`config.mk`:
```
export PLATFORM = sky130hd
export DESIGN_NAME = ofm_output_stage
export DESIGN_NICKNAME = d
export VERILOG_FILES = /design/src/fu_pkg.sv /design/src/ofm_output_stage.sv
export VERILOG_INCLUDE_DIRS = /design/src /design/src/include
export SDC_FILE = /design/constraint.sdc
export NUM_CORES = 1
export LEC_CHECK = 0
export ABC_AREA = 1
export BUFFER_PORTS_ARGS = -buffer_cell sky130_fd_sc_hd__clkbuf_2
export CAP_MARGIN = 5
export CORE_ASPECT_RATIO = 1.25
export CORE_MARGIN = 4
export CORE_UTILIZATION = 45
export CTS_CLUSTER_SIZE = 12
export DETAILED_ROUTE_END_ITERATION = 8
export GPL_ROUTABILITY_DRIVEN = 1
export GPL_TIMING_DRIVEN = 0
export PLACE_DENSITY_LB_ADDON = 0.15
export SLEW_MARGIN = 20
export SYNTH_ARGS = -nofsm -noshare
export SYNTH_HDL_FRONTEND = slang
export SYNTH_SLANG_ARGS = --single-unit
```
`constraint.sdc`:
```
create_clock -name clk -period 5.4 [get_ports clk]
set_input_delay 0.27 -clock clk [delete_from_list [all_inputs] [get_ports clk]]
set_output_delay 0.27 -clock clk [all_outputs]
set_load 0.05 [all_outputs]
```
`src/include/fu_settings.svh`:
```
`ifndef FU_SETTINGS_SVH
`define FU_SETTINGS_SVH

// lanes per vector, also the side of the square PE grid
`define FU_SYSTOLIC_SIZE 4

// width of one feature, weight or partial sum value
`define FU_DATA_WIDTH 16

// FIFO depth per lane and the longest dot product a run may ask for
`define FU_MAX_STEPS 16

// wide enough to hold FU_MAX_STEPS itself
`define FU_STEP_W 5

`endif

```
`src/fu_pkg.sv`:
```
`default_nettype none

`include "fu_settings.svh"

package fu_pkg;

	// one signed lane, partial sums wrap at this width
	typedef logic signed [`FU_DATA_WIDTH-1:0] lane_t;

	// lane 0 sits in the low bits
	typedef lane_t [`FU_SYSTOLIC_SIZE-1:0] vec_t;

	typedef enum logic [2:0] {
		IDLE,
		LOAD,
		COMPUTE,
		DRAIN,
		FINISH
	} fu_state_e;

endpackage

`default_nettype wire

```
`src/ofm_output_stage.sv`:
```
`timescale 1ns/1ps
`default_nettype none

`include "fu_settings.svh"

module ofm_output_stage import fu_pkg::*; (
	input  logic clk,
	input  logic rst_n,
	input  logic write_out_en,
	input  logic row_first,
	input  logic maxpool_mode,
	input  vec_t ofm_row,
	output logic ofm_valid,
	output vec_t ofm_data
);

	localparam int N = `FU_SYSTOLIC_SIZE;

	logic odd_q;
	logic row_odd;
	vec_t row_buf;
	vec_t vert_max;
	vec_t pooled;
	vec_t selected;

	function automatic lane_t lane_max(lane_t a, lane_t b);
		return (a > b) ? a : b;
	endfunction

	function automatic lane_t relu(lane_t x);
		return (x < 0) ? lane_t'(0) : x;
	endfunction

	// row parity restarts at every drain so runs stay independent
	assign row_odd = row_first ? 1'b0 : odd_q;

	always_comb begin
		pooled = '0;
		for (int i = 0; i < N; i++) begin
			vert_max[i] = lane_max(row_buf[i], ofm_row[i]);
		end
		// lanes 2j and 2j+1 collapse into lane j, upper half stays zero
		for (int j = 0; j < N / 2; j++) begin
			pooled[j] = lane_max(vert_max[2*j], vert_max[2*j+1]);
		end
	end

	assign selected = maxpool_mode ? pooled : ofm_row;

	always_ff @(posedge clk) begin
		if (!rst_n) begin
			odd_q     <= 1'b0;
			ofm_valid <= 1'b0;
		end else begin
			ofm_valid <= write_out_en && (!maxpool_mode || row_odd);
			if (write_out_en) begin
				odd_q <= !row_odd;
			end
		end
	end

	always_ff @(posedge clk) begin
		if (write_out_en && !row_odd) begin
			row_buf <= ofm_row;
		end
		if (write_out_en) begin
			for (int i = 0; i < N; i++) begin
				ofm_data[i] <= relu(selected[i]);
			end
		end
	end

endmodule

`default_nettype wire

```
Yosys cells after proc, flatten, opt, wreduce, memory -nomap -nowiden. Index checks and enable logic that the tools add are counted.

Bits in registers: 130. Input port bits: 69. Output and inout port bits: 65.

$lt $le $gt $ge: 10. Multiplexer cells: 8. Reductions and logical operators: 5.

Operators by type and width (number): greater-than comparator 16 bit (6); two-way mux 16 bit (6); < comparator 16 x 1 -> 1 bit, second input constant (4); two-way mux 64 bit (1); logical AND 1 bit (2); logical NOT 1 bit (2); logical OR 1 bit (1); two-way mux 1 bit (1).

Depth between registers and ports, before layout.
Depth after elaboration: 6. Mapped depth: 35. Depth with buffers taken out: 33.

Least setup slack after synthesis. Ideal clock, no wire load.

Path type: register to register. Start point: register odd_q. End point: register row_buf[0] (netlist bit), enable pin. Arrival time: 3.481 ns. Required time: 4.891 ns. Path slack: 1.411 ns. Cell stages (with the launch flop): 2. Cell sequence: dfxtp_1 > a21oi_1.

Word-level cells in the longest chain between the ends: 3.

Ends and longest elaborated chain: start, declared (RTL line ofm_output_stage.sv:19) `logic odd_q;`; start signal, assigned (RTL line ofm_output_stage.sv:57) `odd_q <= !row_odd;`; two-way mux 1 bit (RTL line ofm_output_stage.sv:35) `assign row_odd = row_first ? 1'b0 : odd_q;`; logical NOT 1 bit (RTL line ofm_output_stage.sv:63) `if (write_out_en && !row_odd) begin`; logical AND 1 bit (RTL line ofm_output_stage.sv:63); end signal, assigned (RTL line ofm_output_stage.sv:64) `row_buf <= ofm_row;`; end, declared (RTL line ofm_output_stage.sv:21) `vec_t row_buf;`.

Every way passes these cells. A chain may end at the register's enable or synchronous reset.

Worst setup path after layout.
Start point: register row_buf[59] (netlist bit). End point: register ofm_data[28] (netlist bit), data pin.

Word-level cells in the longest chain between the ends: 6.

Ends and longest elaborated chain: greater-than comparator 16 bit (RTL line ofm_output_stage.sv:27) `return (a > b) ? a : b;`; two-way mux 16 bit * (RTL line ofm_output_stage.sv:27); greater-than comparator 16 bit (RTL line ofm_output_stage.sv:27); two-way mux 16 bit * (RTL line ofm_output_stage.sv:27); two-way mux 64 bit * (RTL line ofm_output_stage.sv:48) `assign selected = maxpool_mode ? pooled : ofm_row;`; < comparator 16 x 1 -> 1 bit (RTL line ofm_output_stage.sv:31) `return (x < 0) ? lane_t'(0) : x;`; end signal, assigned by index (RTL line ofm_output_stage.sv:68) `ofm_data[i] <= relu(selected[i]);`; end, declared (RTL line ofm_output_stage.sv:14) `output vec_t ofm_data`.

Mark *: on every way between the ends. The rest lies on a longest branch, timed or not.

==> summary.md <==
| Metric | Value |
|---|---|
| Status | `completed` |
| Initial Util | `45.5%` |
| Total power | `3.81 mW` |
| Synth Instances | `about 1,100` |
| Post-synthesis cell type count | `30` |
| CP max FO | `10` |
| Area delta synth->final | `19.6%` |
| Proportion of layout cells with a drive suffix above 1 | `17.2%` |
| Placed cells | `approximately 1,500` |
| Minimum clock period after layout | `roughly 4300 ps` |
| R2r setup slk | `1120 ps` |
| Resized Gates After CTS | `0` |
| Fin cells | `1,495` |
| Die Area | `21,900 um^2` |
| Setup Viol. Count Final | `0` |
| Crit share post-route | `79.3%` |
| GRT Total Usage | `22.4%` |
| Least-Margin Pin Slew | `~650 ps` |
| PortBufs | `~130` |
| Layout Nets | `1,381` |
| Register area share after synthesis | `44.0%` |
| Routability cong. | `between 0.8 and 0.9` |
| Area post-placement | `9950 um^2` |
| TritonCTS Buffers | `17` |
| Clock sink count | `between 100 and 150` |
| Most area-consuming cells after synthesis | `edfxtp_1 44%, ha_1 14%, nand2_1 12%, nand3_1 8.2%, inv_1 6.2%` |
| Die W | `133 um` |
| Syn Std Cell Area | `8830 um^2` |
| Routed via count | `about 7,600` |
| Hold path start | `ofm_row[57]` |
| Setup slack after placement | `1070 ps` |
| Vias in the first global route | `7,444` |
| Mapped Avg Cell Area | `roughly 8.3 um^2` |
| Bufs on Longest Clock Path | `2` |
| Drt first pass iters | `5` |
| Antenna Nets Post-Route | `0` |
| Leak Pwr | `5.36 nW` |
| Post-DP HPWL | `about 19,000 um` |
| Worst setup startpoint | `row_buf[59]` |
| Grt total ovfl | `0` |
| Final Hold Vio Count | `0` |
| # rows | `57` |
| Hold buffers post-CTS | `0` |
| Final Util | `between 50% and 60%` |
| Most frequent CP cell | `nand3_1` |
| Worst min-delay path category | `primary input to flop` |
| Final slew viol count | `0` |
| CTS H-tree depth | `4` |
| Worst skew pair latency | `430 ps` |
| Via/cell ratio | `5.08` |
| # fillers | `1,891` |
| Post-CTS setup buffers | `0` |
| Yosys top cell by area | `edfxtp_1` |
| Startpoint types | `flop` |
| WS Path Type | `flop to flop` |
| Root Driver | `clkbuf_16` |
| Yosys Warn Count | `0` |
| Largest net degree at the start of global routing | `38` |
| CP max stage delay | `410 ps` |
| RSZ-0062 raised after global routing | `false` |
| Fmax | `between 200 and 250 MHz` |
| WL/cell | `about 16 um` |
| Residual DRC count | `0` |
| Top-area cell type share of the netlist area | `43.5%` |
| Peak VDD IR | `216 uV` |
| First-pass GRT wire length | `37,600 um` |
| Worst Setup Slack, final | `about 1100 ps` |
| Synthesized flop and latch total | `130` |
| Critical Path RT | `5580 ps` |
| Crit path DAT | `roughly 4500 ps` |
| Iter 0 DRT Violations | `379` |
| DIE HEIGHT | `between 150 and 200 um` |
| Core area | `about 19,000 um^2` |
| CTS tree | `done` |
| Cell Pwr Density | `361 nW/um^2` |
| IO Pins | `between 100 and 150` |
| Slew HR | `56.4%` |
| Clock slew at reported path FFs | `60 ps` |
| Initial antenna violation count | `1` |
| Worst r2r src | `row_buf[59]` |
| Setup Skew | `5.17 ps` |
| Design area | `10,600 um^2` |
| Final wirelength | `23,900 um` |
| CP Capture Type | `flop` |
| Worst path slowest cell | `edfxtp_1` |
| Total of max-cap violations | `0` |
==> where the power goes <==
part / internal, mW / switching, mW
Combinational: 0.427 / 0.920
Sequential: 1.23 / 0.0358
Clock: 0.729 / 0.469
Total: 2.38 / 1.42
==> per-layer routing <==
metal	GRT usage, %	part of all wire (%)	vias up
li1	-	-	3853
met1	23.9	38	3502
met2	43.4	55	181
met3	3.44	3.6	56
met4	9.40	3.5	0
met5	0	0	-
==> per-stage QoR <==
step	hold WS, ps	TNS [ps]
floorplan	369	0
detailed placement	487	0
CTS	32.1	0
global route	45.3	0
global placement	487	-123740
finish	51.2	0
==> worst paths after layout <==
kind	cells after the start	endpoint
min	1	row_buf[57]
max	26	ofm_data[28]
min reg2reg	2	odd_q
max reg2reg	26	ofm_data[28]
==> placed cells by master, fill, tap and decap left out, types with 4 or more instances in the layout <==
cell type    n
nand2_1    273
inv_1      147
nand3_1    145
clkbuf_2   131
edfxtp_1   128
ha_1        96
nor2_1      89
nand4_1     38
a21oi_1     35
and2_1      32
clkbuf_16   17
o21ai_0     10
buf_2       10
clkbuf_1    10
nand3_2      6
buf_4        6
nand2_2      5
nand2_4      5
conb_1       4
==> critical path, delay by kind of cell, from the launching register on <==
kind / cells / cell delay (ps)
and+or+nand+nor: 17 / 2130
buffers and inverters: 5 / 650
adders and majority gates: 2 / 600
DFF: 1 / 410
AOI/OAI and AO/OA: 2 / 250
==> synth_stat cells <==
library cell and n:
a21o_1 2, a21oi_1 36, and2_1 32, buf_1 1, buf_2 10, buf_4 6, buf_6 2, clkbuf_1 10
clkinv_1 1, conb_1 1, dfxtp_1 2, edfxtp_1 128, ha_1 96, inv_1 147, nand2_1 273, nand2_2 5
nand2_4 5, nand3_1 145, nand3_2 6, nand3_4 1, nand4_1 38, nand4_2 1, nor2_1 89, nor2_2 3
nor2_4 2, nor3_1 3, nor3_2 1, o21a_1 1, o21ai_0 10, o21bai_1 1
==> flip-flops by register name (all words and copies together) (netlist names) <==
name,count
odd_q,1
ofm_data,64
ofm_valid,1
row_buf,64
==> logic make-up after synthesis <==
| family | count (synthesis) | share of synthesized area, % |
|---|---|---|
| adder cells (fa/ha/maj) | 96 | 13.6 |
| flip-flops | 130 | 44.0 |
| AND/OR/NAND/NOR | 604 | 31.3 |
| other | 1 | 0.0425 |
| buffers and inverters | 177 | 8.09 |
| AO/OA/AOI/OAI | 50 | 2.95 |
==> layout make-up <==
class | count | area [um^2] | share of cell area (%)
multi-input cells | 754 | 4250 | 40.3
flip-flops and latches | 130 | 3880 | 36.8
repair buffers | 136 | 766 | 7.25
inverters | 148 | 556 | 5.26
clock buffers | 17 | 425 | 4.03
well taps | 265 | 332 | 3.14
clock inverters | 15 | 180 | 1.71
plain buffers | 29 | 159 | 1.51
diodes | 1 | 2.50 | 0.0237
No activity file was read; power rests on OpenSTA's default activity.
