## src/include/fu_settings.svh

```systemverilog
`ifndef FU_SETTINGS_SVH
`define FU_SETTINGS_SVH

// lanes per vector, also the side of the square PE grid
`define FU_SYSTOLIC_SIZE 4

// width of one feature, weight or partial sum value
`define FU_DATA_WIDTH 16

// FIFO depth per lane and the longest dot product a run may ask for
`define FU_MAX_STEPS 16

// wide enough to hold FU_MAX_STEPS itself
`define FU_STEP_W 5

`endif

```

## src/fu_pkg.sv

```systemverilog
`default_nettype none

`include "fu_settings.svh"

package fu_pkg;

	// one signed lane, partial sums wrap at this width
	typedef logic signed [`FU_DATA_WIDTH-1:0] lane_t;

	// lane 0 sits in the low bits
	typedef lane_t [`FU_SYSTOLIC_SIZE-1:0] vec_t;

	typedef enum logic [2:0] {
		IDLE,
		LOAD,
		COMPUTE,
		DRAIN,
		FINISH
	} fu_state_e;

endpackage

`default_nettype wire

```

## src/fifo_ctrl_if.sv

```systemverilog
`timescale 1ns/1ps
`default_nettype none

`include "fu_settings.svh"

// one instance feeds both the ifm and the wgt FIFO arrays
interface fifo_ctrl_if;

	logic                         wr_clr;
	logic                         wr_en;
	logic                         rd_clr;
	logic [`FU_SYSTOLIC_SIZE-1:0] rd_en;

	modport ctrl (
		output wr_clr,
		output wr_en,
		output rd_clr,
		output rd_en
	);

	modport fifo (
		input wr_clr,
		input wr_en,
		input rd_clr,
		input rd_en
	);

endinterface

`default_nettype wire

```

## src/skew_fifo_array.sv

```systemverilog
`timescale 1ns/1ps
`default_nettype none

`include "fu_settings.svh"

module skew_fifo_array import fu_pkg::*; (
	input  logic      clk,
	input  logic      rst_n,
	input  vec_t      data_in,
	fifo_ctrl_if.fifo ctl,
	output vec_t      data_out
);

	localparam int N     = `FU_SYSTOLIC_SIZE;
	localparam int DEPTH = `FU_MAX_STEPS;
	localparam int AW    = $clog2(DEPTH);
	localparam int PW    = `FU_STEP_W;

	logic [PW-1:0] wr_ptr;
	logic [AW-1:0] wr_addr;

	// a clear pulse restarts at entry 0 even when it coincides with a write
	assign wr_addr = ctl.wr_clr ? '0 : wr_ptr[AW-1:0];

	always_ff @(posedge clk) begin
		if (!rst_n) begin
			wr_ptr <= '0;
		end else if (ctl.wr_clr) begin
			wr_ptr <= PW'(ctl.wr_en);
		end else if (ctl.wr_en) begin
			wr_ptr <= wr_ptr + 1'b1;
		end
	end

	a_no_overflow: assert property (@(posedge clk) disable iff (!rst_n)
		(ctl.wr_en && !ctl.wr_clr) |-> (wr_ptr < DEPTH));

	for (genvar i = 0; i < N; i++) begin : g_lane
		lane_t         mem [DEPTH];
		logic [PW-1:0] rd_ptr;
		logic [AW-1:0] rd_addr;

		assign rd_addr = ctl.rd_clr ? '0 : rd_ptr[AW-1:0];

		always_ff @(posedge clk) begin
			if (ctl.wr_en) begin
				mem[wr_addr] <= data_in[i];
			end
		end

		// idle lanes present zero so the PE grid only ever sees real operands
		always_ff @(posedge clk) begin
			if (!rst_n) begin
				rd_ptr      <= '0;
				data_out[i] <= '0;
			end else begin
				if (ctl.rd_clr) begin
					rd_ptr <= PW'(ctl.rd_en[i]);
				end else if (ctl.rd_en[i]) begin
					rd_ptr <= rd_ptr + 1'b1;
				end
				data_out[i] <= ctl.rd_en[i] ? mem[rd_addr] : '0;
			end
		end

		// the controller must never read a lane past what was loaded
		a_rd_in_range: assert property (@(posedge clk) disable iff (!rst_n)
			ctl.rd_en[i] |-> (ctl.rd_clr ? (wr_ptr != '0) : (rd_ptr < wr_ptr)));
	end

endmodule

`default_nettype wire

```

## src/flat_wrapper.sv

```systemverilog
// flat-port wrapper written by rule: the top's interface ports become plain ports
module skew_fifo_array_flat import fu_pkg::*;
  (clk, rst_n, data_in, data_out, ctl_wr_clr, ctl_wr_en, ctl_rd_clr, ctl_rd_en);
  fifo_ctrl_if ctl_i ();
  input  logic clk;
  input  logic rst_n;
  input  vec_t data_in;
  output vec_t data_out;
  input wire logic [$bits(ctl_i.wr_clr)-1:0] ctl_wr_clr;
  input wire logic [$bits(ctl_i.wr_en)-1:0] ctl_wr_en;
  input wire logic [$bits(ctl_i.rd_clr)-1:0] ctl_rd_clr;
  input wire logic [$bits(ctl_i.rd_en)-1:0] ctl_rd_en;
  assign ctl_i.wr_clr = ctl_wr_clr;
  assign ctl_i.wr_en = ctl_wr_en;
  assign ctl_i.rd_clr = ctl_rd_clr;
  assign ctl_i.rd_en = ctl_rd_en;
  skew_fifo_array u_core (.clk(clk), .rst_n(rst_n), .data_in(data_in), .ctl(ctl_i), .data_out(data_out));
endmodule
```

## config.mk

```make
export PLATFORM = sky130hd
export DESIGN_NAME = skew_fifo_array_flat
export DESIGN_NICKNAME = d
export VERILOG_FILES = /design/src/fu_pkg.sv /design/src/fifo_ctrl_if.sv /design/src/skew_fifo_array.sv /design/src/flat_wrapper.sv
export VERILOG_INCLUDE_DIRS = /design/src /design/src/include
export SDC_FILE = /design/constraint.sdc
export NUM_CORES = 1
export LEC_CHECK = 0
export BUFFER_PORTS_ARGS = -buffer_cell sky130_fd_sc_hd__buf_2
export CAP_MARGIN = 0
export CELL_PAD_IN_SITES_DETAIL_PLACEMENT = 0
export CELL_PAD_IN_SITES_GLOBAL_PLACEMENT = 1
export CORE_MARGIN = 1.5
export CORE_UTILIZATION = 48
export DETAILED_ROUTE_END_ITERATION = 6
export PLACE_DENSITY = 0.74
export SYNTH_ARGS = -nofsm -noshare
export SYNTH_HDL_FRONTEND = slang
export SYNTH_SLANG_ARGS = --single-unit
```

## constraint.sdc

```tcl
create_clock -name clk -period 7.3 [get_ports clk]
set_input_delay 2.19 -clock clk [delete_from_list [all_inputs] [get_ports clk]]
set_output_delay 2.19 -clock clk [all_outputs]
set_load 0.03 [all_outputs]
```

# [After elaboration in Yosys (flattened, before gate mapping)]
# Memories as Yosys holds them, arrays and structs flattened. A register that Yosys moved wholly into a read port is not among the register bits.
# Cells that the tools add are included.
[totals] reg_bits=25 mem_bits_rw=1024 word_cells=52 mem_count=4
[mem_list] memory="u_core.g_lane[0].mem" words=16 word_bits=16 rd=1 rd_ports_with_merged_regs=1 wr=1 line="skew_fifo_array.sv:39" rtl="lane_t mem [DEPTH];"
[mem_list] memory="u_core.g_lane[1].mem" words=16 word_bits=16 rd=1 rd_ports_with_merged_regs=1 wr=1 line="skew_fifo_array.sv:39"
[mem_list] memory="u_core.g_lane[2].mem" words=16 word_bits=16 rd=1 rd_ports_with_merged_regs=1 wr=1 line="skew_fifo_array.sv:39"
[mem_list] memory="u_core.g_lane[3].mem" words=16 word_bits=16 rd=1 rd_ports_with_merged_regs=1 wr=1 line="skew_fifo_array.sv:39"
[classes] n_addsub=5 muxes=17 n_bitwise=1 n_reduce_logical=15
[ops] operator="$add 5x1->5 const B" count=5
[ops] operator="$mux 4" count=5
[ops] operator="$mux 1" count=12
[ops] operator="$reduce_bool 2->1" count=5
[ops] operator="$reduce_and 2->1" count=4
[ops] operator="$logic_not 1->1" count=4
[ops] operator="$reduce_or 2->1" count=2
[ops] operator="$not 1->1" count=1

# [Longest topological paths before layout]
[logic_depth] word_depth=3 depth_mapped=8 ltp_nobuf=5

# [Worst setup path after synthesis]
# OpenSTA, ideal clock, no wires.
[synth_path] path_type="input-to-reg" from="in ctl_wr_en" to="mem u_core.g_lane[0].mem[8][0] (netlist bit), enable pin" arrival_time_ps=7087 required_time_ps=6735 path_slack_ps=-351 path_stages=4 n_path_buf=1 path_cell_list="clkbuf_1 nor2b_1 nand2_1 nor3_1"
[synth_via] elab_chain_cells=2
[synth_lines] item="from (decl)" line="flat_wrapper.sv:10" rtl="input wire logic [$bits(ctl_i.wr_en)-1:0] ctl_wr_en;"
[synth_lines] item="$mux 1" line="skew_fifo_array.sv:46" rtl="if (ctl.wr_en) begin"
[synth_lines] item="$mux 1 (not written as such)" line="skew_fifo_array.sv:47" rtl="mem[wr_addr] <= data_in[i];"
[synth_lines] item="to (decl)" line="skew_fifo_array.sv:39"
# No other way between the ends.

# [Final worst setup path]
[layout_path] from="in ctl_wr_en" to="mem u_core.g_lane[2].mem[10][6] (netlist bit), enable pin"
[layout_via] elab_chain_cells=2
[layout_lines] item="$mux 1" line="skew_fifo_array.sv:46"
[layout_lines] item="$mux 1 (not written as such)" line="skew_fifo_array.sv:47"
[layout_lines] item="to (decl)" line="skew_fifo_array.sv:39"
# No other way between the ends.

==> flow_summary.json <==
{
  "vias_per_cell": 5.80,
  "clock_tree.root_cell": "clkbuf_16",
  "final_nets": 2959,
  "fin_crit_sh_pct": 54.6,
  "grt_pass1_wl_um": 151000,
  "cp_data_required_time_ps": 7610,
  "grt.total_usage_pct": 22.4,
  "drive_above_1_share_pct": 17.5,
  "rsz0062_at_grt": "false",
  "synth_seq_cells": 1108,
  "core_mm2": 0.0884,
  "grt_start_max_net_pins": 68,
  "path_cells": "buf_2 -> nor2b_1 -> nand2_1 -> nor2_4 -> buf_4",
  "status": "finished clean",
  "yosysMostFrequentCell": "edfxtp_1",
  "die_h_um": 302,
  "clock_latency_ps": 680,
  "cp.depth": 5,
  "wirelength_um": 103000,
  "htreeDepth": 3,
  "dr.pass1.iters": 5,
  "crit_path_max_fanout": 25,
  "start_util_pct": 48.4,
  "final-max-slew-violation-count": 0,
  "hp-class": "reg -> reg",
  "wl_per_cell_um": 24.8,
  "seq_area_frac_synth_pct": 75.8,
  "yosysWarnings": 0,
  "globalplace.congestion": 0.751,
  "cp-start-kind": "input pin",
  "tightest_slew_ps": 1140,
  "dpl.hpwl_um": 50500,
  "multi_input_area_mm2": 0.00971,
  "reg2reg_from": "u_core.wr_ptr[1]",
  "antenna_found_initial": 15,
  "async_reset_ff_share_pct": 0,
  "overflow": 0,
  "syn-num-nets": 2844,
  "hold_depth": 2,
  "synthFlopType": "edfxtp_1",
  "slew_headroom_pct": 23.8,
  "drc": 0,
  "final-setup-viol-count": 0,
  "synth_largest_area_cell": "edfxtp_1",
  "worstSetupStartpoint": "ctl_wr_en",
  "io-pin-count": 137,
  "cts-hold-fix-buffers": 0,
  "fmax_mhz": 251,
  "post_cts_buffers": 0,
  "ir_drop_v": 0.000182,
  "portBuffers": 136,
  "worstPathArrival_ps": 4300,
  "min_period_ps": 3990,
  "grt_pass1_vias": 24100,
  "netlist_area_mm2": 0.0428,
  "numCtsBuffers": 109,
  "cts-resized-gates": 0,
  "register_area_mm2": 0.0324,
  "hold_viol": 0,
  "vias": 24100,
  "clock-sinks": 1108,
  "antenna_left": 0,
  "synthTopCellsByArea": "edfxtp_1, dfxtp_1, mux2_2, mux2i_1, nand2_1",
  "area_delta_synth_final_pct": 12.6,
  "critPathTopFamily": "simple AND/OR/NAND/NOR gates",
  "crit_buf_inv": 2,
  "fin_tns_setup_ps": 0,
  "cts_tree": "yes",
  "clk_transition_reported_paths_ps": 60,
  "row_count": 109,
  "synthCells": 2766,
  "die-area_mm2": 0.0910,
  "skew_ps": 25.7,
  "ys_top_cells_by_count": "edfxtp_1, nand2_1, nor2b_1",
  "endpoint_kind": "flop",
  "synth_edf_count": 1024,
  "powerDensity_mw_per_mm2": 268,
  "nFillCells": 6989,
  "yosysUniqueCellTypes": 30,
  "min_from": "u_core.g_lane[2].rd_ptr[3]",
  "dieWidth_um": 302,
  "p_leak_nw": 16.5,
  "slowest_stage": "nor2_4",
  "fin_hold_ws_ps": 568,
  "slowest_delay_ps": 920,
  "initialDrtViolationCount": 2049,
  "ff2ff_path_depth": 3,
  "maxCapViolCount": 0,
  "criticalPathCategory": "in -> reg",
  "synth_top_area_share_pct": 71.8,
  "cts_buffer_depth": 3,
  "syn_avg_cell_area_um2": 15.5
}
[registers in the layout, indices dropped and copies added, names as in the netlist]
signal,flops
u_core.data_out,64
u_core.g_lane.rd_ptr,16
u_core.wr_ptr,4
u_core.g_lane.mem,1024
[cells in the final DEF, fill, tap and decap left out, types with 112 or more instances in the layout]
master     instances
edfxtp_1        1024
nand2_1          333
buf_2            136
mux2i_1          133
nor2b_1          131
a211oi_1         128
a31oi_1          128
mux2_2           128
a21oi_1          128
o211ai_1         128
clkbuf_16        112
[layout make-up]
cell class | instances | area share (%)
repair buffers | 195 | 2.33
well taps | 1165 | 3.02
multi-input cells | 1466 | 20.1
clock buffers | 143 | 6.12
diodes | 4 | 0.0208
clock inverters | 64 | 1.03
flip-flops and latches | 1108 | 67.3
inverters | 1 | 0.00779
[layer usage]
layer  vias up  global-route usage, %  wire length [um]
li1      10900                      -                 -
met4        12                   7.05              2330
met5         -                      0                83
met1     12200                   30.4             43800
met2       778                   37.4             50000
met3       175                   3.49              6440
[stage by stage]
stage / power [mW] / instance area [um2] / cells / utilization [%] / setup WS, ps
2_1_floorplan: 7.46 / 42800 / 2766 / - / 1380
3_3_place_gp: 7.66 / 44700 / 3935 / 50.6 / 2620
3_5_place_dp: 7.67 / 44700 / 3935 / 50.6 / 2600
4_1_cts: 13.0 / 48200 / 4142 / 54.5 / 3330
5_1_grt: 13.3 / 48200 / 4144 / 54.5 / 3150
6_report: 12.9 / 48200 / 4146 / 54.5 / 3310
[report_power, final]
part	switching [mW]	total, mW	internal (mW)
clock	2.31	5.39	3.08
combinational	0.341	0.499	0.158
sequential	0.0518	7.04	6.99
total	2.70	12.9	10.2
[worst register-to-register path, cell delays in order (launching register included)]
cell and delay [ps]:
dfxtp_1 670, nand2b_1 390, nor2_4 960, buf_4 560
[worst paths after layout]
path / slack, ps / to
worst max-delay path: 3310 / u_core.g_lane[2].mem[10][6]
worst min-delay path: 570 / u_core.g_lane[2].rd_ptr[3]
worst max register to register: 4340 / u_core.g_lane[2].mem[10][6]
worst min register to register: 570 / u_core.g_lane[2].rd_ptr[3]
[logic make-up after synthesis]
| family | after synthesis | share of synthesized area [%] |
|---|---|---|
| AND/OR/NAND/NOR | 540 | 5.77 |
| flip-flops | 1108 | 75.8 |
| XOR/XNOR | 15 | 0.307 |
| AO/OA/AOI/OAI | 645 | 9.42 |
| buffers and inverters | 192 | 2.14 |
| adder cells (fa/ha/maj) | 5 | 0.146 |
| multiplexers | 261 | 6.48 |
(Power assumes the default switching activity.)
