==> src/include/fu_settings.svh <==
`ifndef FU_SETTINGS_SVH
`define FU_SETTINGS_SVH

// lanes per vector, also the side of the square PE grid
`define FU_SYSTOLIC_SIZE 4

// width of one feature, weight or partial sum value
`define FU_DATA_WIDTH 16

// FIFO depth per lane and the longest dot product a run may ask for
`define FU_MAX_STEPS 16

// wide enough to hold FU_MAX_STEPS itself
`define FU_STEP_W 5

`endif

==> src/fu_pkg.sv <==
`default_nettype none

`include "fu_settings.svh"

package fu_pkg;

	// one signed lane, partial sums wrap at this width
	typedef logic signed [`FU_DATA_WIDTH-1:0] lane_t;

	// lane 0 sits in the low bits
	typedef lane_t [`FU_SYSTOLIC_SIZE-1:0] vec_t;

	typedef enum logic [2:0] {
		IDLE,
		LOAD,
		COMPUTE,
		DRAIN,
		FINISH
	} fu_state_e;

endpackage

`default_nettype wire

==> src/fifo_ctrl_if.sv <==
`timescale 1ns/1ps
`default_nettype none

`include "fu_settings.svh"

// one instance feeds both the ifm and the wgt FIFO arrays
interface fifo_ctrl_if;

	logic                         wr_clr;
	logic                         wr_en;
	logic                         rd_clr;
	logic [`FU_SYSTOLIC_SIZE-1:0] rd_en;

	modport ctrl (
		output wr_clr,
		output wr_en,
		output rd_clr,
		output rd_en
	);

	modport fifo (
		input wr_clr,
		input wr_en,
		input rd_clr,
		input rd_en
	);

endinterface

`default_nettype wire

==> src/fu_controller.sv <==
`timescale 1ns/1ps
`default_nettype none

`include "fu_settings.svh"

module fu_controller import fu_pkg::*; (
	input  logic                  clk,
	input  logic                  rst_n,
	input  logic                  start,
	input  logic [`FU_STEP_W-1:0] num_steps,
	input  logic                  in_valid,
	fifo_ctrl_if.ctrl             fifo_ctl,
	output logic                  reset_pe,
	output logic                  write_out_en,
	output logic                  row_first,
	output logic                  done,
	output logic                  busy
);

	localparam int N      = `FU_SYSTOLIC_SIZE;
	localparam int SKEW_W = `FU_STEP_W + 1;
	localparam int ROW_W  = $clog2(N);

	fu_state_e state_q;
	fu_state_e state_d;

	logic [`FU_STEP_W-1:0] steps_q;
	logic [`FU_STEP_W-1:0] step_cnt;
	logic [SKEW_W-1:0]     skew_cnt;
	logic [SKEW_W-1:0]     skew_last;
	logic [ROW_W-1:0]      row_cnt;
	logic                  load_first;
	logic                  compute_first;

	// the far corner PE sees its last product at cycle steps + 2N - 2
	assign skew_last = {1'b0, steps_q} + SKEW_W'(2 * N - 1);

	always_comb begin
		state_d = state_q;
		case (state_q)
			IDLE: begin
				if (start) begin
					state_d = LOAD;
				end
			end
			LOAD: begin
				if (in_valid && step_cnt == steps_q - 1'b1) begin
					state_d = COMPUTE;
				end
			end
			COMPUTE: begin
				if (skew_cnt == skew_last) begin
					state_d = DRAIN;
				end
			end
			DRAIN: begin
				if (row_cnt == ROW_W'(N - 1)) begin
					state_d = FINISH;
				end
			end
			FINISH: begin
				state_d = IDLE;
			end
			default: begin
				state_d = IDLE;
			end
		endcase
	end

	always_ff @(posedge clk) begin
		if (!rst_n) begin
			state_q       <= IDLE;
			step_cnt      <= '0;
			skew_cnt      <= '0;
			row_cnt       <= '0;
			load_first    <= 1'b0;
			compute_first <= 1'b0;
		end else begin
			state_q       <= state_d;
			step_cnt      <= (state_q == LOAD) ? step_cnt + in_valid : '0;
			skew_cnt      <= (state_q == COMPUTE) ? skew_cnt + 1'b1 : '0;
			row_cnt       <= (state_q == DRAIN) ? row_cnt + 1'b1 : '0;
			load_first    <= (state_q == IDLE) && start;
			compute_first <= (state_q == LOAD) && (state_d == COMPUTE);
		end
	end

	always_ff @(posedge clk) begin
		if (state_q == IDLE && start) begin
			steps_q <= num_steps;
		end
	end

	assign fifo_ctl.wr_clr = load_first;
	assign fifo_ctl.wr_en  = (state_q == LOAD) && in_valid;
	assign fifo_ctl.rd_clr = compute_first;

	// lane i starts i cycles late, which lines the operands up in the grid
	for (genvar i = 0; i < N; i++) begin : g_rd_en
		assign fifo_ctl.rd_en[i] = (state_q == COMPUTE)
			&& (skew_cnt >= SKEW_W'(i))
			&& (skew_cnt < SKEW_W'(i) + {1'b0, steps_q});
	end

	assign reset_pe     = compute_first;
	assign write_out_en = (state_q == DRAIN);
	assign row_first    = (state_q == DRAIN) && (row_cnt == '0);
	assign done         = (state_q == FINISH);
	assign busy         = (state_q != IDLE);

	a_steps_range: assert property (@(posedge clk) disable iff (!rst_n)
		(state_q == IDLE && start) |-> (num_steps != '0 && num_steps <= `FU_MAX_STEPS));

	// done comes right after the last drain row and lasts a single cycle
	a_done_pulse: assert property (@(posedge clk) disable iff (!rst_n)
		$rose(write_out_en) |-> ##N (done && !write_out_en) ##1 !done);

endmodule

`default_nettype wire

==> src/flat_wrapper.sv <==
// flat-port wrapper written by rule: the top's interface ports become plain ports
module fu_controller_flat import fu_pkg::*;
  (clk, rst_n, start, num_steps, in_valid, reset_pe, write_out_en, row_first, done, busy, fifo_ctl_wr_clr, fifo_ctl_wr_en, fifo_ctl_rd_clr, fifo_ctl_rd_en);
  fifo_ctrl_if fifo_ctl_i ();
  input  logic clk;
  input  logic rst_n;
  input  logic start;
  input  logic [`FU_STEP_W-1:0] num_steps;
  input  logic in_valid;
  output logic reset_pe;
  output logic write_out_en;
  output logic row_first;
  output logic done;
  output logic busy;
  output wire logic [$bits(fifo_ctl_i.wr_clr)-1:0] fifo_ctl_wr_clr;
  output wire logic [$bits(fifo_ctl_i.wr_en)-1:0] fifo_ctl_wr_en;
  output wire logic [$bits(fifo_ctl_i.rd_clr)-1:0] fifo_ctl_rd_clr;
  output wire logic [$bits(fifo_ctl_i.rd_en)-1:0] fifo_ctl_rd_en;
  assign fifo_ctl_wr_clr = fifo_ctl_i.wr_clr;
  assign fifo_ctl_wr_en = fifo_ctl_i.wr_en;
  assign fifo_ctl_rd_clr = fifo_ctl_i.rd_clr;
  assign fifo_ctl_rd_en = fifo_ctl_i.rd_en;
  fu_controller u_core (.clk(clk), .rst_n(rst_n), .start(start), .num_steps(num_steps), .in_valid(in_valid), .fifo_ctl(fifo_ctl_i), .reset_pe(reset_pe), .write_out_en(write_out_en), .row_first(row_first), .done(done), .busy(busy));
endmodule
==> config.mk <==
export PLATFORM = sky130hd
export DESIGN_NAME = fu_controller_flat
export DESIGN_NICKNAME = d
export VERILOG_FILES = /design/src/fu_pkg.sv /design/src/fifo_ctrl_if.sv /design/src/fu_controller.sv /design/src/flat_wrapper.sv
export VERILOG_INCLUDE_DIRS = /design/src /design/src/include
export SDC_FILE = /design/constraint.sdc
export NUM_CORES = 1
export LEC_CHECK = 0
export ABC_CLOCK_PERIOD_IN_PS = 3100
export BUFFER_PORTS_ARGS = -buffer_cell sky130_fd_sc_hd__buf_4
export CAP_MARGIN = 0
export CORE_ASPECT_RATIO = 1.4
export CORE_MARGIN = 5
export CORE_UTILIZATION = 25
export CTS_BUF_LIST = sky130_fd_sc_hd__clkbuf_4
export DETAILED_ROUTE_END_ITERATION = 12
export PLACE_DENSITY = 0.51
export RECOVER_POWER = 100
export SLEW_MARGIN = 20
export SYNTH_ARGS = -nofsm -noshare
export SYNTH_HDL_FRONTEND = slang
export SYNTH_SLANG_ARGS = --single-unit
==> constraint.sdc <==
create_clock -name clk -period 3.1 [get_ports clk]
set_clock_uncertainty 0.05 [all_clocks]
set_input_delay 0.31 -clock clk [delete_from_list [all_inputs] [get_ports clk]]
set_output_delay 0.31 -clock clk [all_outputs]
set_load 0.005 [all_outputs]
* Word level (Yosys, flattened, before mapping)
Cells that the tools add are included. Widths: inputs -> output; s select.
Cells by class: reductions and logical operators 19, div/mod/pow operators 0, equal/unequal tests 8, muxes and demuxes 5, add/subtract/negate cells 8, bitwise logic cells 0, $lt $le $gt $ge 8, $mul 0, shifts and indexed selects 0
Operators by type and width (number):
- $lt 6x6->1 | 3
- $logic_and 1x1->1 | 13
- $add 2x5->6 const A | 2
- $ge 6x1->1 const B | 2
- $ge 6x2->1 const B | 2
- $mux 3 | 4
- $pmux 3 s4 | 1
- $eq 3x2->1 const B | 3
- $add 1x5->6 const A | 1
- $add 5x3->6 const B | 1
- $add 6x1->6 const B | 1
- $eq 6x6->1 | 1
- $lt 6x5->1 | 1
- $reduce_and 2->1 | 3
- $add 5x1->5 | 1
- $eq 5x5->1 | 1
- $sub 5x1->5 const B | 1
- $eq 3x1->1 const B | 1
- $eq 3x3->1 const B | 1
- $logic_not 3->1 | 1
- $reduce_bool 3->1 | 1
- $add 2x1->2 const B | 1
- $eq 2x2->1 const B | 1
- $logic_not 2->1 | 1
Word-level totals: memories 0, bits of input ports 9, bits in registers 23, ROM bits 0, bits in writable memories 0, logic and storage cells 55, output and inout bits 12, latch bits 0

* Depth between registers and ports, before layout
depth after elaboration 7, depth in mapped cells 9, depth with buffers taken out 9

* Worst setup path after synthesis
Ideal clock, no wire load.
path kind flip-flop to output port, start point reg u_core.steps_q[0], end point out fifo_ctl_rd_en[3], required time 2.740 ns, path buffers 0, stages on the path, launching flop included 9, path slack 0.928 ns, arrival time 1.812 ns, path through edfxtp_1 -> inv_1 -> ha_1 -> ha_1 -> nor2b_1 -> o21a_1 -> o21ai_0 -> nand2b_1 -> a31oi_1
On the way: cells in the longest elaborated chain, start to end 3
Ends and longest elaborated chain:
- start, declared | RTL line fu_controller.sv:27 | logic [`FU_STEP_W-1:0] steps_q;
- start signal, assigned | RTL line fu_controller.sv:90 | steps_q <= num_steps;
- $add 2x5->6 | RTL line fu_controller.sv:102 | && (skew_cnt < SKEW_W'(i) + {1'b0, steps_q});
- $lt 6x6->1 | RTL line fu_controller.sv:102
- $logic_and 1x1->1 | RTL line fu_controller.sv:102
- end, declared | RTL line flat_wrapper.sv:18 | output wire logic [$bits(fifo_ctl_i.rd_en)-1:0] fifo_ctl_rd_en;
No other way between the ends.

* Worst setup path after layout
start point reg u_core.steps_q[0], end point out fifo_ctl_rd_en[1]
On the way: cells in the longest elaborated chain, start to end 3
Ends and longest elaborated chain (RTL line):
- $add 1x5->6 | fu_controller.sv:102
- $lt 6x6->1 | fu_controller.sv:102
- $logic_and 1x1->1 | fu_controller.sv:102
No other way between the ends.

==> results_dict.tcl <==
set metrics [dict create \
    post-route-period-util 0.9313 \
    grt_setup_unrepaired "no" \
    row_count 37 \
    routed_wirelength_mm 4.205 \
    area_delta_synth_final_pct 12.24 \
    grt_max_degree 16 \
    syn_avg_cell_area_sq_um 9.406 \
    min_path_cells 1 \
    track_usage 0.09668 \
    wire_per_inst_um 13.43 \
    ys_warn_count 0 \
    cts.sinks 23 \
    r2r_cells 5 \
    synth.area.top_cells "ha_1 23%, dfxtp_1 19%, edfxtp_1 7.9%" \
    cap_violations 0 \
    worst_pin_slew_ns 1.141 \
    worst_slack_ns 0.2130 \
    grt_remaining_overflow 0 \
    antenna_found_initial 0 \
    cp_slowest_cell "edfxtp_1" \
    drc 0 \
    synth_top_area_frac 0.2316 \
    ys_ff_latch 23 \
    die_x_um 83.50 \
    cts_tree "built" \
    pre_cts_slack_ns 0.5678 \
    final_antenna_net_count 0 \
    critPathMostFrequentCell "inv_1" \
    nNetsFinal 261 \
    critPathLaunchType "register" \
    cts_buffer_depth 2 \
    hold_path.startpoint "num_steps[0]" \
    hold_violations 0 \
    post_cts_buffers 0 \
    ys_dominant_reg_cell "dfxtp_1" \
    ys_types 45 \
    rrSetupSlack_ns 0.77 \
    setup-tns-final_ns 0 \
    syn_area_sq_um 1891 \
    syn_nets 245 \
    hold_buffers 0 \
    n_antenna_cell 0 \
    synth_edf_count 5 \
    cts_resized 0 \
    cp-end-kind "output port" \
    maxSlewViolCount 0 \
    dp.final_hpwl_mm 3.343 \
    power_density_nw_per_um2 282.6 \
    dieArea_sq_um 9426 \
    hold_path.class "input port to register" \
    grt_pass1_vias 1535 \
    arrival_ns 2.53 \
    viasPerCell 4.550 \
    peakVddDrop_mv 0.1929 \
    synth_area_leader_cell "ha_1" \
    vias 1424 \
    portBuffers 20 \
    max_stage_delay_ns 0.58 \
    n_fill_cell 799 \
    h-tree-depth 1 \
    critical_path.cell_chain "inv_1, ha_2, inv_1, ha_1, nor2b_1, o21a_1, o21ai_0, nand2b_1, a31oi_1, clkbuf_4" \
    maxSlewHeadroom 0.2379 \
    ys_seq_area_frac 0.2700 \
    r2r_end "u_core.state_q[0]" \
    fmax_mhz 346.4 \
    cts_buffers 3 \
    path_class "register to output port" \
    core_area_sq_um 7361 \
    initial_core_util 0.2568 \
    final_cell_mix "34 x ha_1, 18 x clkbuf_4, 18 x dfxtp_1" \
    worstSkewPairLatency_ns 0.31 \
    layout_commonest_cell "ha_1" \
    dr.first_iter.drc_count 57 \
    status "finished, final reports clean" \
    synth_async_sr_flop_share 0 \
    clkTransAtPathRegs_ns 0.14 \
    place.gp.congestion 0.7918 \
    leakage_nw 0.9341 \
    finalCriticalPeriod_ns 2.887 \
    min_to "u_core.steps_q[0]" \
    drtPass1Iterations 4 \
    layout-drive-gt1-share 0.1435 \
    cts_root_buffer "clkbuf_4" \
    die_h_um 112.9 \
    worst-path-max-fanout 8 \
    r2r_start "u_core.state_q[1]" \
    synthCells 201 \
    required_ns 2.74 \
    ios 21 \
    setup_viol_count_final 0 \
    grt_pass1_wl_mm 7.472 \
]
[sequential cells by signal, indices dropped and copies added, names as in the netlist]
name and cells:
u_core.row_cnt 2, u_core.fifo_ctl.rd_clr 1, u_core.steps_q 5, u_core.fifo_ctl.wr_clr 1
u_core.skew_cnt 6, u_core.step_cnt 5, u_core.state_q 3
[per-layer routing]
metal,up-vias,GRT usage,part of all wire
li1,741,-,-
met1,661,0.1230,0.47
met2,20,0.1686,0.50
met3,2,0.008740,0.019
met4,0,0.03755,0.010
met5,-,0,0
[worst max-delay path by stage]
stage,start,endpoint,slack [ns],cells past startpoint
6_report,u_core.steps_q[0],fifo_ctl_rd_en[1],0.21,10
5_1_grt,u_core.steps_q[0],fifo_ctl_rd_en[1],0.02,10
4_1_cts,u_core.steps_q[0],fifo_ctl_rd_en[3],0.18,9
3_5_place_dp,u_core.steps_q[0],fifo_ctl_rd_en[1],0.57,10
3_3_place_gp,u_core.steps_q[1],fifo_ctl_rd_en[3],0.56,9
2_1_floorplan,u_core.steps_q[0],fifo_ctl_rd_en[3],0.93,8
[cell families after synthesis]
logic type | Yosys count | synth area share
simple gates | 70 | 0.2171
fa+ha+maj | 35 | 0.2316
compound gates | 29 | 0.1138
flops | 23 | 0.2700
xor+xnor | 22 | 0.1092
buf+inv | 22 | 0.05823
[synthesized netlist by cell type, types with 2 or more instances]
cell,n
clkbuf_1,2
o21ai_0,7
edfxtp_1,5
nand2b_1,4
nand3b_1,3
a21oi_1,3
o21a_1,6
dfxtp_1,18
nor2_1,13
nor3_1,3
buf_6,2
ha_1,35
and2_1,4
buf_2,3
inv_1,11
buf_4,2
a31oi_1,3
nand2_1,7
xor2_1,8
nor3b_1,2
o2111ai_1,2
o311ai_2,2
nand4_1,2
nor2b_1,4
and3_1,9
xnor2_1,13
nand3_1,10
[worst max-delay path, delay by kind of cell (launching register included)]
family / cells / cell delay, ns
fa+ha+maj: 2 / 0.63
flops: 1 / 0.58
compound gates: 3 / 0.47
buf+inv: 3 / 0.33
simple gates: 2 / 0.20
[per-stage QoR]
stage               instances  total power [mW]    util  area [sq um]  hold slack, ns
finish                    313            0.5997  0.2883          2122          0.1320
global route              313            0.6398  0.2883          2122          0.1056
CTS                       313            0.6130  0.2900          2135         0.08958
detailed placement        309            0.4649  0.2859          2105          0.4301
global placement          309            0.4636  0.2859          2105          0.4172
floorplan                 201            0.4250       -          1891          0.3589
[cell type report]
type                    instances  area (sq um)  area share
multi-input cells             156          1257      0.5926
flip-flops and latches         23         510.5      0.2406
repair buffers                 21         157.7     0.07429
well taps                      97         121.4     0.05719
inverters                      12         45.04     0.02123
clock buffers                   3         22.52     0.01061
clock inverters                 1         7.507    0.003538
[report_power, final]
part | internal (mW) | switching, mW
clock network | 0.0492 | 0.0958
logic | 0.0595 | 0.0623
registers | 0.316 | 0.0166
total | 0.425 | 0.175
Power figures use the tool's default switching activity.
